## src/spmm_params.svh

```systemverilog
// SpMM size definitions
`ifndef SPMM_PARAMS_SVH
`define SPMM_PARAMS_SVH

// ====================
// Matrix dimensions
// ====================
// Rows of H handled per pass
`define SPMM_NUM_ROWS        12
// Columns of H, rows of W
`define SPMM_NUM_IN          32
// Output features, one MAC lane each
`define SPMM_NUM_OUT         4

// Datapath widths
`define SPMM_VAL_WIDTH       8
// Lane sums wrap at this width
`define SPMM_ACC_WIDTH       20
`define SPMM_ROW_LEN_WIDTH   4
`define SPMM_NUM_NODE_WIDTH  8
`define SPMM_NNZ_ADDR_WIDTH  8

// Node-info queue entries
`define SPMM_NI_FIFO_DEPTH   4

`endif

```

## src/spmm_pkg.sv

```systemverilog
// SpMM shared types
`default_nettype none

`include "spmm_params.svh"

package spmm_pkg;

  // Field types
  typedef logic [$clog2(`SPMM_NUM_IN)-1:0]    col_idx_t;
  typedef logic signed [`SPMM_VAL_WIDTH-1:0]  val_t;
  typedef logic [`SPMM_ROW_LEN_WIDTH-1:0]     row_len_t;
  typedef logic [`SPMM_NUM_NODE_WIDTH-1:0]    num_node_t;
  typedef logic signed [`SPMM_ACC_WIDTH-1:0]  acc_t;
  typedef logic [$clog2(`SPMM_NUM_ROWS)-1:0]  row_addr_t;

  // Node-info memory word
  typedef struct packed {
    row_len_t  row_len;
    num_node_t num_node;
    logic      src_flag;
  } node_info_t;

  // H-data memory word, one nonzero
  typedef struct packed {
    col_idx_t col_idx;
    val_t     val;
  } nz_t;

  // Lane 0 sits in the low bits
  typedef val_t [`SPMM_NUM_OUT-1:0] wgt_row_t;
  typedef acc_t [`SPMM_NUM_OUT-1:0] wh_row_t;

endpackage

`default_nettype wire

```

## src/node_info_prefetcher.sv

```systemverilog
// Node-info prefetch queue
`timescale 1ns/1ns
`default_nettype none

`include "spmm_params.svh"

module node_info_prefetcher (
  input  wire logic                  clk,
  input  wire logic                  rst_n,
  input  wire logic                  start_i,
  input  wire spmm_pkg::node_info_t  ni_rdata_i,
  output spmm_pkg::row_addr_t        ni_addr_o,
  input  wire logic                  ni_pop_i,
  output logic                       ni_valid_o,
  output spmm_pkg::node_info_t       ni_head_o
);

  localparam int DEPTH = `SPMM_NI_FIFO_DEPTH;
  localparam int PTR_W = $clog2(DEPTH);
  localparam spmm_pkg::row_addr_t LAST_ROW = spmm_pkg::row_addr_t'(`SPMM_NUM_ROWS - 1);

  spmm_pkg::node_info_t  queue_mem [DEPTH];
  logic [PTR_W-1:0]      wr_ptr_q;
  logic [PTR_W-1:0]      rd_ptr_q;
  logic [PTR_W:0]        count_q;
  spmm_pkg::row_addr_t   rd_addr_q;
  logic                  rd_active_q;
  logic                  rd_pend_q;
  logic                  rd_issue;
  logic                  push;
  logic                  full;

  function automatic logic [PTR_W-1:0] next_ptr(input logic [PTR_W-1:0] ptr);
    logic [PTR_W-1:0] nxt;
    if (int'(ptr) == DEPTH - 1) begin
      nxt = '0;
    end else begin
      nxt = ptr + 1'b1;
    end
    return nxt;
  endfunction

  // ====================
  // Memory read side
  // ====================
  // Entries held plus the read in flight never exceed the depth
  assign rd_issue  = rd_active_q && ((int'(count_q) + int'(rd_pend_q)) < DEPTH);
  assign ni_addr_o = rd_addr_q;

  always_ff @(posedge clk or negedge rst_n) begin
    if (!rst_n) begin
      rd_addr_q   <= '0;
      rd_active_q <= 1'b0;
      rd_pend_q   <= 1'b0;
    end else begin
      rd_pend_q <= rd_issue;
      if (start_i) begin
        rd_addr_q   <= '0;
        rd_active_q <= 1'b1;
      end else if (rd_issue) begin
        if (rd_addr_q == LAST_ROW) begin
          rd_active_q <= 1'b0;
        end else begin
          rd_addr_q <= rd_addr_q + 1'b1;
        end
      end
    end
  end

  // ====================
  // Circular queue
  // ====================
  // Data shows up one cycle after the read was issued
  assign push       = rd_pend_q;
  assign full       = (int'(count_q) == DEPTH);
  assign ni_valid_o = (count_q != '0);
  assign ni_head_o  = queue_mem[rd_ptr_q];

  always_ff @(posedge clk) begin
    if (push) begin
      queue_mem[wr_ptr_q] <= ni_rdata_i;
    end
  end

  always_ff @(posedge clk or negedge rst_n) begin
    if (!rst_n) begin
      wr_ptr_q <= '0;
      rd_ptr_q <= '0;
      count_q  <= '0;
    end else if (start_i) begin
      wr_ptr_q <= '0;
      rd_ptr_q <= '0;
      count_q  <= '0;
    end else begin
      if (push) begin
        wr_ptr_q <= next_ptr(wr_ptr_q);
      end
      if (ni_pop_i) begin
        rd_ptr_q <= next_ptr(rd_ptr_q);
      end
      case ({push, ni_pop_i})
        2'b10:   count_q <= count_q + 1'b1;
        2'b01:   count_q <= count_q - 1'b1;
        default: count_q <= count_q;
      endcase
    end
  end

  a_no_push_full: assert property (@(posedge clk) disable iff (!rst_n) push |-> !full)
    else $error("node-info queue written while full");
  a_no_pop_empty: assert property (@(posedge clk) disable iff (!rst_n) ni_pop_i |-> ni_valid_o)
    else $error("node-info queue popped while empty");

endmodule

`default_nettype wire

```

## src/row_sequencer.sv

```systemverilog
// Row sequencing FSM
`timescale 1ns/1ns
`default_nettype none

`include "spmm_params.svh"

module row_sequencer (
  input  wire logic                        clk,
  input  wire logic                        rst_n,
  input  wire logic                        start_i,
  input  wire logic                        ni_valid_i,
  input  wire spmm_pkg::node_info_t        ni_head_i,
  output logic                             ni_pop_o,
  output logic [`SPMM_NNZ_ADDR_WIDTH-1:0]  nz_addr_o,
  output logic                             nz_vld_o,
  input  wire logic                        last_row_i,
  output logic                             row_we_o,
  output spmm_pkg::num_node_t              wh_num_node_o,
  output logic                             wh_src_flag_o,
  output logic                             busy_o,
  output logic                             done_o
);

  typedef enum logic [2:0] {
    S_IDLE,
    S_WAIT,
    S_STREAM,
    S_DRAIN,
    S_WRITE
  } state_t;

  state_t                           state_q;
  state_t                           state_d;
  spmm_pkg::node_info_t             entry_q;
  spmm_pkg::row_len_t               nz_left_q;
  logic                             drain_q;
  logic [`SPMM_NNZ_ADDR_WIDTH-1:0]  nz_ptr_q;
  logic                             issue;
  logic                             done_q;

  assign ni_pop_o      = (state_q == S_WAIT) && ni_valid_i;
  assign issue         = (state_q == S_STREAM);
  assign row_we_o      = (state_q == S_WRITE);
  assign busy_o        = (state_q != S_IDLE);
  assign done_o        = done_q;
  assign nz_addr_o     = nz_ptr_q;
  assign wh_num_node_o = entry_q.num_node;
  assign wh_src_flag_o = entry_q.src_flag;

  // ====================
  // Next state
  // ====================
  always_comb begin
    state_d = state_q;
    case (state_q)
      S_IDLE: begin
        if (start_i) begin
          state_d = S_WAIT;
        end
      end
      S_WAIT: begin
        // Empty rows skip straight to the write
        if (ni_valid_i) begin
          state_d = (ni_head_i.row_len == '0) ? S_WRITE : S_STREAM;
        end
      end
      S_STREAM: begin
        if (nz_left_q == spmm_pkg::row_len_t'(1)) begin
          state_d = S_DRAIN;
        end
      end
      S_DRAIN: begin
        // Two cycles for the H and weight reads to land
        if (drain_q) begin
          state_d = S_WRITE;
        end
      end
      S_WRITE: state_d = last_row_i ? S_IDLE : S_WAIT;
      default: state_d = S_IDLE;
    endcase
  end

  always_ff @(posedge clk or negedge rst_n) begin
    if (!rst_n) begin
      state_q   <= S_IDLE;
      nz_left_q <= '0;
      drain_q   <= 1'b0;
      nz_ptr_q  <= '0;
      nz_vld_o  <= 1'b0;
      done_q    <= 1'b0;
    end else begin
      state_q  <= state_d;
      drain_q  <= (state_q == S_DRAIN) && !drain_q;
      // High in the cycle the nonzero word comes back from H memory
      nz_vld_o <= issue;
      if (start_i && (state_q == S_IDLE)) begin
        nz_ptr_q <= '0;
        done_q   <= 1'b0;
      end
      if (issue) begin
        nz_ptr_q  <= nz_ptr_q + 1'b1;
        nz_left_q <= nz_left_q - 1'b1;
      end
      if (ni_pop_o) begin
        nz_left_q <= ni_head_i.row_len;
      end
      if (row_we_o && last_row_i) begin
        done_q <= 1'b1;
      end
    end
  end

  // Node count and flag of the row in progress
  always_ff @(posedge clk) begin
    if (ni_pop_o) begin
      entry_q <= ni_head_i;
    end
  end

  a_row_complete: assert property (@(posedge clk) disable iff (!rst_n)
    row_we_o |-> (nz_left_q == '0))
    else $error("row written before all its nonzeros were issued");

endmodule

`default_nettype wire

```

## src/row_counter.sv

```systemverilog
// Result row address counter
`timescale 1ns/1ns
`default_nettype none

`include "spmm_params.svh"

module row_counter (
  input  wire logic            clk,
  input  wire logic            rst_n,
  input  wire logic            start_i,
  input  wire logic            row_we_i,
  output spmm_pkg::row_addr_t  wh_addr_o,
  output logic                 last_row_o
);

  localparam spmm_pkg::row_addr_t LAST_ROW = spmm_pkg::row_addr_t'(`SPMM_NUM_ROWS - 1);

  spmm_pkg::row_addr_t  addr_q;
  logic                 pass_end_q;

  assign wh_addr_o  = addr_q;
  assign last_row_o = (addr_q == LAST_ROW);

  always_ff @(posedge clk or negedge rst_n) begin
    if (!rst_n) begin
      addr_q     <= '0;
      pass_end_q <= 1'b0;
    end else if (start_i) begin
      addr_q     <= '0;
      pass_end_q <= 1'b0;
    end else if (row_we_i) begin
      // Address holds on the final row, pass is marked finished
      if (last_row_o) begin
        pass_end_q <= 1'b1;
      end else begin
        addr_q <= addr_q + 1'b1;
      end
    end
  end

  a_no_overrun: assert property (@(posedge clk) disable iff (!rst_n)
    row_we_i |-> !pass_end_q)
    else $error("row write after the final row of the pass");

endmodule

`default_nettype wire

```

## src/mac_array.sv

```systemverilog
// Multiply-accumulate lanes
`timescale 1ns/1ns
`default_nettype none

`include "spmm_params.svh"

module mac_array (
  input  wire logic                clk,
  input  wire logic                rst_n,
  input  wire logic                nz_vld_i,
  input  wire spmm_pkg::val_t      nz_val_i,
  input  wire spmm_pkg::wgt_row_t  wgt_rdata_i,
  input  wire logic                clear_i,
  output spmm_pkg::wh_row_t        wh_data_o
);

  localparam int NUM_OUT = `SPMM_NUM_OUT;
  localparam int VW      = `SPMM_VAL_WIDTH;
  localparam int AW      = `SPMM_ACC_WIDTH;

  logic            vld_d_q;
  spmm_pkg::val_t  val_d_q;

  // ====================
  // Value delay stage
  // ====================
  // Lines the value up with the weight row read one cycle later
  always_ff @(posedge clk or negedge rst_n) begin
    if (!rst_n) begin
      vld_d_q <= 1'b0;
    end else begin
      vld_d_q <= nz_vld_i;
    end
  end

  always_ff @(posedge clk) begin
    val_d_q <= nz_val_i;
  end

  // ====================
  // Lanes
  // ====================
  for (genvar g = 0; g < NUM_OUT; g++) begin : g_lane
    logic signed [2*VW-1:0]  prod;
    spmm_pkg::acc_t          acc_q;

    assign prod = $signed(val_d_q) * $signed(wgt_rdata_i[g]);

    always_ff @(posedge clk or negedge rst_n) begin
      if (!rst_n) begin
        acc_q <= '0;
      end else if (clear_i) begin
        acc_q <= '0;
      end else if (vld_d_q) begin
        // Sign-extended product, sum wraps at AW bits
        acc_q <= acc_q + {{(AW - 2 * VW){prod[2*VW-1]}}, prod};
      end
    end

    assign wh_data_o[g] = acc_q;
  end

  a_no_clear_on_vld: assert property (@(posedge clk) disable iff (!rst_n)
    !(vld_d_q && clear_i))
    else $error("lane cleared while a product was due");

endmodule

`default_nettype wire

```

## src/spmm_top.sv

```systemverilog
// Sparse times dense multiplier top
`timescale 1ns/1ns
`default_nettype none

`include "spmm_params.svh"

module spmm_top (
  input  wire logic                        clk,
  input  wire logic                        rst_n,
  input  wire logic                        start_i,
  output spmm_pkg::row_addr_t              ni_addr_o,
  input  wire spmm_pkg::node_info_t        ni_rdata_i,
  output logic [`SPMM_NNZ_ADDR_WIDTH-1:0]  nz_addr_o,
  input  wire spmm_pkg::nz_t               nz_rdata_i,
  output spmm_pkg::col_idx_t               wgt_addr_o,
  input  wire spmm_pkg::wgt_row_t          wgt_rdata_i,
  output logic                             wh_we_o,
  output spmm_pkg::row_addr_t              wh_addr_o,
  output spmm_pkg::wh_row_t                wh_data_o,
  output spmm_pkg::num_node_t              wh_num_node_o,
  output logic                             wh_src_flag_o,
  output logic                             busy_o,
  output logic                             done_o
);

  logic                  start_go;
  logic                  ni_valid;
  spmm_pkg::node_info_t  ni_head;
  logic                  ni_pop;
  logic                  nz_vld;
  logic                  last_row;

  // Start pulses during a pass are dropped
  assign start_go   = start_i && !busy_o;
  // Weight row follows the column of the returned nonzero
  assign wgt_addr_o = nz_rdata_i.col_idx;

  node_info_prefetcher u_prefetcher (
    .clk        (clk),
    .rst_n      (rst_n),
    .start_i    (start_go),
    .ni_rdata_i (ni_rdata_i),
    .ni_addr_o  (ni_addr_o),
    .ni_pop_i   (ni_pop),
    .ni_valid_o (ni_valid),
    .ni_head_o  (ni_head)
  );

  row_sequencer u_sequencer (
    .clk           (clk),
    .rst_n         (rst_n),
    .start_i       (start_go),
    .ni_valid_i    (ni_valid),
    .ni_head_i     (ni_head),
    .ni_pop_o      (ni_pop),
    .nz_addr_o     (nz_addr_o),
    .nz_vld_o      (nz_vld),
    .last_row_i    (last_row),
    .row_we_o      (wh_we_o),
    .wh_num_node_o (wh_num_node_o),
    .wh_src_flag_o (wh_src_flag_o),
    .busy_o        (busy_o),
    .done_o        (done_o)
  );

  row_counter u_counter (
    .clk        (clk),
    .rst_n      (rst_n),
    .start_i    (start_go),
    .row_we_i   (wh_we_o),
    .wh_addr_o  (wh_addr_o),
    .last_row_o (last_row)
  );

  mac_array u_mac (
    .clk         (clk),
    .rst_n       (rst_n),
    .nz_vld_i    (nz_vld),
    .nz_val_i    (nz_rdata_i.val),
    .wgt_rdata_i (wgt_rdata_i),
    .clear_i     (wh_we_o),
    .wh_data_o   (wh_data_o)
  );

endmodule

`default_nettype wire

```

## config.mk

```make
export PLATFORM = sky130hd
export DESIGN_NAME = spmm_top
export DESIGN_NICKNAME = d
export VERILOG_FILES = /design/src/spmm_pkg.sv /design/src/node_info_prefetcher.sv /design/src/row_sequencer.sv /design/src/row_counter.sv /design/src/mac_array.sv /design/src/spmm_top.sv
export VERILOG_INCLUDE_DIRS = /design/src
export SDC_FILE = /design/constraint.sdc
export NUM_CORES = 1
export LEC_CHECK = 0
export BUFFER_PORTS_ARGS = -buffer_cell sky130_fd_sc_hd__buf_2
export CAP_MARGIN = 0
export CORE_MARGIN = 3
export CORE_UTILIZATION = 30
export CTS_BUF_LIST = sky130_fd_sc_hd__clkbuf_2 sky130_fd_sc_hd__clkbuf_4 sky130_fd_sc_hd__clkbuf_8
export DETAILED_ROUTE_END_ITERATION = 12
export GPL_TIMING_DRIVEN = 0
export PLACE_DENSITY_LB_ADDON = 0.12
export SLEW_MARGIN = 20
export SYNTH_ARGS = -nofsm -noshare
export SYNTH_HDL_FRONTEND = slang
export SYNTH_SLANG_ARGS = --single-unit
```

## constraint.sdc

```tcl
create_clock -name clk -period 5.8 [get_ports clk]
set_input_delay 0.58 -clock clk [delete_from_list [all_inputs] [get_ports clk]]
set_output_delay 0.58 -clock clk [all_outputs]
set_load 0.03 [all_outputs]
```

==> results of run 1 <==
==> cells in the mapped netlist, drive strengths merged, types with 16 or more instances <==
cell | n | share of area (%)
a211oi | 23 | 0.83
a21o | 36 | 1.3
a21oi | 93 | 2.3
and2 | 188 | 5.7
clkbuf | 49 | 0.89
dfrtp | 116 | 14
edfxtp | 61 | 8.8
fa | 225 | 22
ha | 206 | 12
inv | 385 | 7.0
mux2i | 42 | 2.0
nand2 | 115 | 2.1
nand2b | 16 | 0.48
nand3 | 23 | 0.56
nor2 | 146 | 2.6
nor2b | 35 | 1.1
nor3 | 34 | 0.82
o21a | 19 | 0.69
o21ai | 61 | 1.5
o21bai | 17 | 0.62
xnor2 | 90 | 3.8
xor2 | 34 | 1.4
==> cells in the final DEF, fill, tap and decap left out, types with 38 or more instances in the layout <==
cell type,n
xnor2_1,62
dfrtp_1,116
nand2_1,109
edfxtp_1,61
o21ai_0,38
buf_4,72
ha_1,162
buf_2,168
and2_1,175
inv_1,361
mux2i_1,42
a21oi_1,64
fa_1,216
nor2_1,140
==> metrics by stage <==
step           cell area, um2  hold WS (ps)
6_report                25200           110
5_1_grt                 25200          61.1
4_1_cts                 24400          46.6
3_5_place_dp            22800           352
3_3_place_gp            22800           360
2_1_floorplan           20800           284
==> cell families after synthesis <==
| kind of cell | after synthesis | synth area share, % |
|---|---|---|
| AOI/OAI and AO/OA | 316 | 10.1 |
| xor gates and xnor gates | 124 | 5.28 |
| adders and majority gates | 431 | 34.2 |
| buffers and inverters | 449 | 8.23 |
| DFF | 185 | 23.6 |
| muxes | 59 | 3.66 |
| and+or+nand+nor | 605 | 14.9 |
==> critical path, stage by stage, from the launching register on <==
cell and delay, ps:
dfxtp_4 420, clkbuf_16 170, and2_4 130, fa_1 550, inv_2 40, fa_1 490
inv_2 40, fa_1 540, inv_2 50, fa_1 510, inv_2 50, ha_4 280
a21oi_4 60, o21bai_1 150, a21oi_2 90, o21bai_1 200, a21oi_2 90, o21bai_1 160
a21oi_2 90, xnor2_2 260, ha_4 250, a21o_1 170, a21o_1 150, a221o_1 350
a31o_4 240, xnor2_2 130, or3_1 390, a21oi_2 120
==> layout make-up <==
type	instances	area [um2]
tap	873	1090
inverter	386	1450
multi-input combinational	1535	15300
fill	6888	42500
buffer	63	602
antenna	3	7.51
clock buffer	19	262
sequential	185	4920
timing repair buffer	245	1500
clock inverter	13	128
==> repair_timing <==
action,4_1_cts,5_1_grt
endpoints found under the setup margin,40,31
resized for setup,210,104
endpoints found under the hold margin,30,0
pin swaps,71,110
setup buffers,39,37
hold buffers,1,0
==> worst max-delay path by stage <==
stage / startpoint / end / cells after the start
2_1_floorplan: wgt_rdata_i[1] / u_mac.g_lane[0].acc_q[19] / 26
3_3_place_gp: u_mac.val_d_q[6] / u_mac.g_lane[2].acc_q[19] / 24
3_5_place_dp: u_mac.val_d_q[6] / u_mac.g_lane[2].acc_q[19] / 24
4_1_cts: u_mac.val_d_q[6] / u_mac.g_lane[0].acc_q[19] / 27
5_1_grt: u_mac.val_d_q[6] / u_mac.g_lane[0].acc_q[19] / 27
6_report: u_mac.val_d_q[6] / u_mac.g_lane[0].acc_q[19] / 27
==> sequential cells by signal (all words and copies together), names as in the netlist <==
name                       count
u_prefetcher.ni_addr_o         4
u_sequencer.wh_num_node_o      8
u_prefetcher.count_q           3
u_prefetcher.queue_mem        52
u_counter.wh_addr_o            4
u_mac.val_d_q                  8
u_prefetcher.rd_active_q       1
u_sequencer.done_o             1
u_prefetcher.push              1
u_sequencer.drain_q            1
u_prefetcher.rd_ptr_q          2
u_mac.vld_d_q                  1
u_sequencer.nz_addr_o          8
u_prefetcher.wr_ptr_q          2
u_sequencer.wh_src_flag_o      1
u_mac.g_lane.acc_q            80
u_sequencer.nz_left_q          4
u_sequencer.nz_vld_o           1
u_sequencer.state_q            3
==> layer usage <==
layer / global-route usage [%] / wire length, um / vias to the layer above
met1: 24.6 / 29600 / 7827
met3: 3.68 / 2760 / 51
met2: 29.6 / 29500 / 223
met5: 0 / 0 / -
met4: 4.97 / 1320 / 0
li1: - / - / 7572
==> out/results.ini, run 1 <==
[critical_path]
timing.rr.start=u_mac.val_d_q[6]
reg2regPathDepth=27
rrSetupSlack_ps=-480
cp.arrival_ps=6760
worstPathMaxFanout=5
critPathLaunchType=register
endpoint_kind=register
required_ps=6270
worstReg2RegEnd=u_mac.g_lane[0].acc_q[19]
path_class=register to register

[timing]
worst_slew_pin_slew_ps=1050
clock.fmax_mhz=159
rsz0062_at_grt=true
tns_ps=-2990
setup_violations=15
relSlewSlack_pct=30.0
setup_slack_ps=-484
slew_violations=0
skew_ps=25.7
min_period_ps=6280
fin_crit_sh_pct=108
hold_viol=0

[synthesis]
yosys_warnings=0
synth_ff_type=dfrtp_1
ys_types=71
postSynthAreaPerCell_um2=9.56
synth-edff-count=61
async_reset_ff_share_pct=62.7
synth_seq_cells=185
seq_area_frac_synth_pct=23.6
syn_inst=2169
synth_nets=2661
synth_area_mm2=0.0207

[worst_hold_path]
min-delay-start=nz_rdata_i[6]
hold_depth=1
hold-path-endpoint=u_mac.val_d_q[6]
hold_path_class=input port to register

[die]
core-area_mm2=0.0678
ios=174
initial_core_util_pct=30.6
fp.dieH_um=269
die-area_mm2=0.0723
core.rowCount=95
fp.dieW_um=269

[run]
drv_cap=0

[placement]
io_buffers=168
pre_cts_ws_ps=-1530
place_inst=3211
gp_congestion=0.833
dp.final_hpwl_um=49400

[status]
failed_checks=setup timing
status=finished, violations left

[detailed_routing]
avgRoutedWirePerCell_um=19.0
ant_nets=0
drt_iter0_markers=575
drc=0
detail_route.first_pass.iterations=5
vias=15673
via_per_inst=4.72
wirelength_um=63200

[clock_tree]
clock_path_buffers=2
clkTransAtPathRegs_ps=110
clk_latency_ps=570
clockRootBuffer=clkbuf_8
numCtsBuffers=17
cts_tree=done
clock-sinks=185
htreeDepth=4

[grt]
grt-ovfl-total=0
track_usage_pct=18.2
antenna_found_initial=4
grt_pass1_vias=16539
grt_max_degree=87
grt_pass1_wl_um=99000

[cells_and_area]
fin_util_pct=37.2
fin_cells=3322
finalNetCount=2925
drive_above_1_share_pct=22.0
synthToLayoutAreaGrowth_pct=21.7

Power of run 1 is not shown: default switching activity piles up to over one toggle a cycle in this logic, so the estimate is an artifact.
==> inputs of run 2 (changes only) <==
- BUFFER_PORTS_ARGS: -buffer_cell sky130_fd_sc_hd__buf_2 -> unset
- DONT_BUFFER_PORTS: unset -> 1
==> run 2 against run 1 <==
Against the previous run:
- the flow still finishes with violations (setup timing)
- maximum frequency shrank 0.81%
- clock-buffer cell count fell by 1
- die area stayed put
- first-iteration DRC count down 1.2%
- via count decreased by 2.5%
- cell count decreased by 3.8%
- setup slack lost 51 ps
- routed wire length grew 0.93%
- non-clock buffer count fell by 127
- final area fell by 0.75%
- clock skew up 7.6 ps
- hold slack improved by 14 ps
==> out/results.ini, run 2 (same netlist as run 1, synthesis figures left out) <==
[grt]
grt_pass1_vias=15749  ; -4.8%
grt_max_degree=117  ; +34%
track_usage_pct=17.8  ; -0.33 points
antenna_found_initial=2  ; -2
grt_pass1_wl_um=96000  ; -3.1%
grt-ovfl-total=0  ; unchanged

[die]
ios=174  ; unchanged
core-area_mm2=0.0678  ; unchanged
fp.dieH_um=269  ; unchanged
initial_core_util_pct=30.6  ; unchanged
core.rowCount=95  ; unchanged
fp.dieW_um=269  ; unchanged
die-area_mm2=0.0723  ; unchanged

[status]
status=finished, violations left
failed_checks=setup timing

[placement]
pre_cts_ws_ps=-1500  ; +31.4 ps
gp_congestion=0.824  ; -1.1%
placed_cell_area_mm2=0.0219  ; -3.9%
io_buffers=0  ; -100%
dp.final_hpwl_um=49100  ; -0.73%

[timing]
setup_slack_ps=-535  ; -51.2 ps
min_period_ps=6330  ; +51.2 ps
clock.fmax_mhz=158  ; -0.81%
fin_crit_sh_pct=109  ; +0.88 points
relSlewSlack_pct=31.2  ; +1.2 points
hold_viol=0  ; unchanged
whs_ps=124  ; +14.0 ps
worst_slew_pin_slew_ps=1030  ; -18.1 ps
setup_violations=21  ; +6
skew_ps=33.3  ; +7.63 ps
rsz0062_at_grt=true
slew_violations=0  ; unchanged

[cells_and_area]
largest_reg_flops=80  ; unchanged
synthToLayoutAreaGrowth_pct=20.8
final_area_mm2=0.0250  ; -0.75%
layout_common_cells=349 x inv_1, 213 x fa_1, 164 x and2_1, 155 x ha_1, 141 x nor2_1
top_register=u_mac.g_lane.acc_q
nFillCells=6819  ; -1.0%
drive_above_1_share_pct=19.2  ; -2.8 points
final_common_cell=inv_1
largestRegisters=u_mac.g_lane.acc_q (80), u_prefetcher.queue_mem (52)
finalNetCount=2798  ; -4.3%

[critical_path]
path_class=register to register
endpoint_kind=register
crit_family=adder cells
critPathLaunchType=register
required_ps=6260  ; about the same
slowest_delay_ps=550  ; about the same
worstPathMaxFanout=5  ; unchanged
cp.arrival_ps=6800  ; +40 ps
crit_buf_inv=5  ; unchanged
crit_slowest_cell=fa_1
crit_top_cell=a21oi_2

[detailed_routing]
vias=15274  ; -2.5%
ant_nets=0  ; unchanged
wirelength_um=63800  ; +0.93%
drc=0  ; unchanged
drt_iter0_markers=568  ; -1.2%
via_per_inst=4.78  ; +1.3%
avgRoutedWirePerCell_um=20.0  ; +4.9%
detail_route.first_pass.iterations=5  ; unchanged

[clock_tree]
cts_tree=done
clk_latency_ps=560  ; about the same
clock-sinks=185  ; unchanged
clockRootBuffer=clkbuf_8
clkTransAtPathRegs_ps=120  ; about the same
numCtsBuffers=17  ; unchanged
htreeDepth=4  ; unchanged
clock_path_buffers=2  ; unchanged

[run]
drv_cap=0  ; unchanged

[worst_hold_path]
hold_path_class=input port to register

run 2: changes by cell type in the layout (fill, tap and decap cells not counted), moves of 8 or more:
cell,change
buf_6,+14
dlygate4sd3_1,+8
buf_4,+19
clkbuf_8,-10
and2_4,+11
inv_2,+10
ha_4,+9
buf_2,-167
inv_1,-12
and2_1,-11
run 2: area by class of cell:
class	instances	area (um2)	share of cell area (%)
clock inverters	14	149	0.595
flip-flops and latches	185	4920	19.7
multi-input cells	1535	15500	61.9
well taps	873	1090	4.36
inverters	386	1460	5.81
plain buffers	61	619	2.47
diodes	3	7.51	0.0300
clock buffers	18	241	0.965
repair buffers	120	1060	4.23
run 2: path summary, 6_finish.rpt:
| check | start | end | slack [ps] | depth (start not counted) |
|---|---|---|---|---|
| max | u_mac.val_d_q[6] | u_mac.g_lane[0].acc_q[19] | -530 | 27 |
| min | ni_rdata_i[2] | u_prefetcher.queue_mem[0][2] | 120 | 0 |
| max reg2reg | u_mac.val_d_q[6] | u_mac.g_lane[0].acc_q[19] | -530 | 27 |
| min reg2reg | u_sequencer.nz_vld_o | u_mac.vld_d_q | 350 | 0 |
| max in group asynchronous | rst_n | u_mac.g_lane[1].acc_q[4] | 4590 | 2 |
| min in group asynchronous | rst_n | u_mac.g_lane[2].acc_q[10] | 580 | 2 |
run 2: timing repair:
| item | 4_1_cts | 5_1_grt |
|---|---|---|
| hold buffers | 10 | 0 |
| endpoints found under the setup margin | 40 | 30 |
| hold endpoints to repair | 124 | 0 |
| setup buffers | 66 | 45 |
| resized for setup | 213 | 177 |
| pin swaps | 109 | 152 |
run 2: layer usage:
metal / part of all wire, % / up-vias / GRT usage [%]
met5: 0 / - / 0
met4: 1.9 / 0 / 4.93
met3: 6.9 / 54 / 5.20
met2: 47 / 275 / 29.2
met1: 44 / 7638 / 23.0
li1: - / 7307 / -
run 2: through the flow:
step	utilization (%)	setup TNS, ps	std cells
floorplan	-	-168	2169
global placement	32.3	-26090	3042
detailed placement	32.3	-28040	3042
CTS	35.3	-2690	3150
global route	36.9	-9560	3194
finish	37.0	-4780	3195
run 2: worst reg2reg max path, cell delays in order, from the launching register on:
cell and delay, ps:
dfxtp_4 410, clkbuf_16 160, and2_4 130, fa_1 530, inv_1 50, fa_1 500
inv_2 50, fa_1 550, inv_2 50, fa_1 500, inv_2 50, ha_4 270
a21oi_2 60, o21bai_1 170, a21oi_2 90, o21bai_1 220, a21oi_2 90, o21bai_1 190
a21oi_2 90, xnor2_2 300, ha_4 260, a21o_1 170, a21o_1 150, a221o_1 360
a31o_4 250, xnor2_2 130, or3_1 330, a21oi_2 130
Power of run 2 is left out for the same reason.
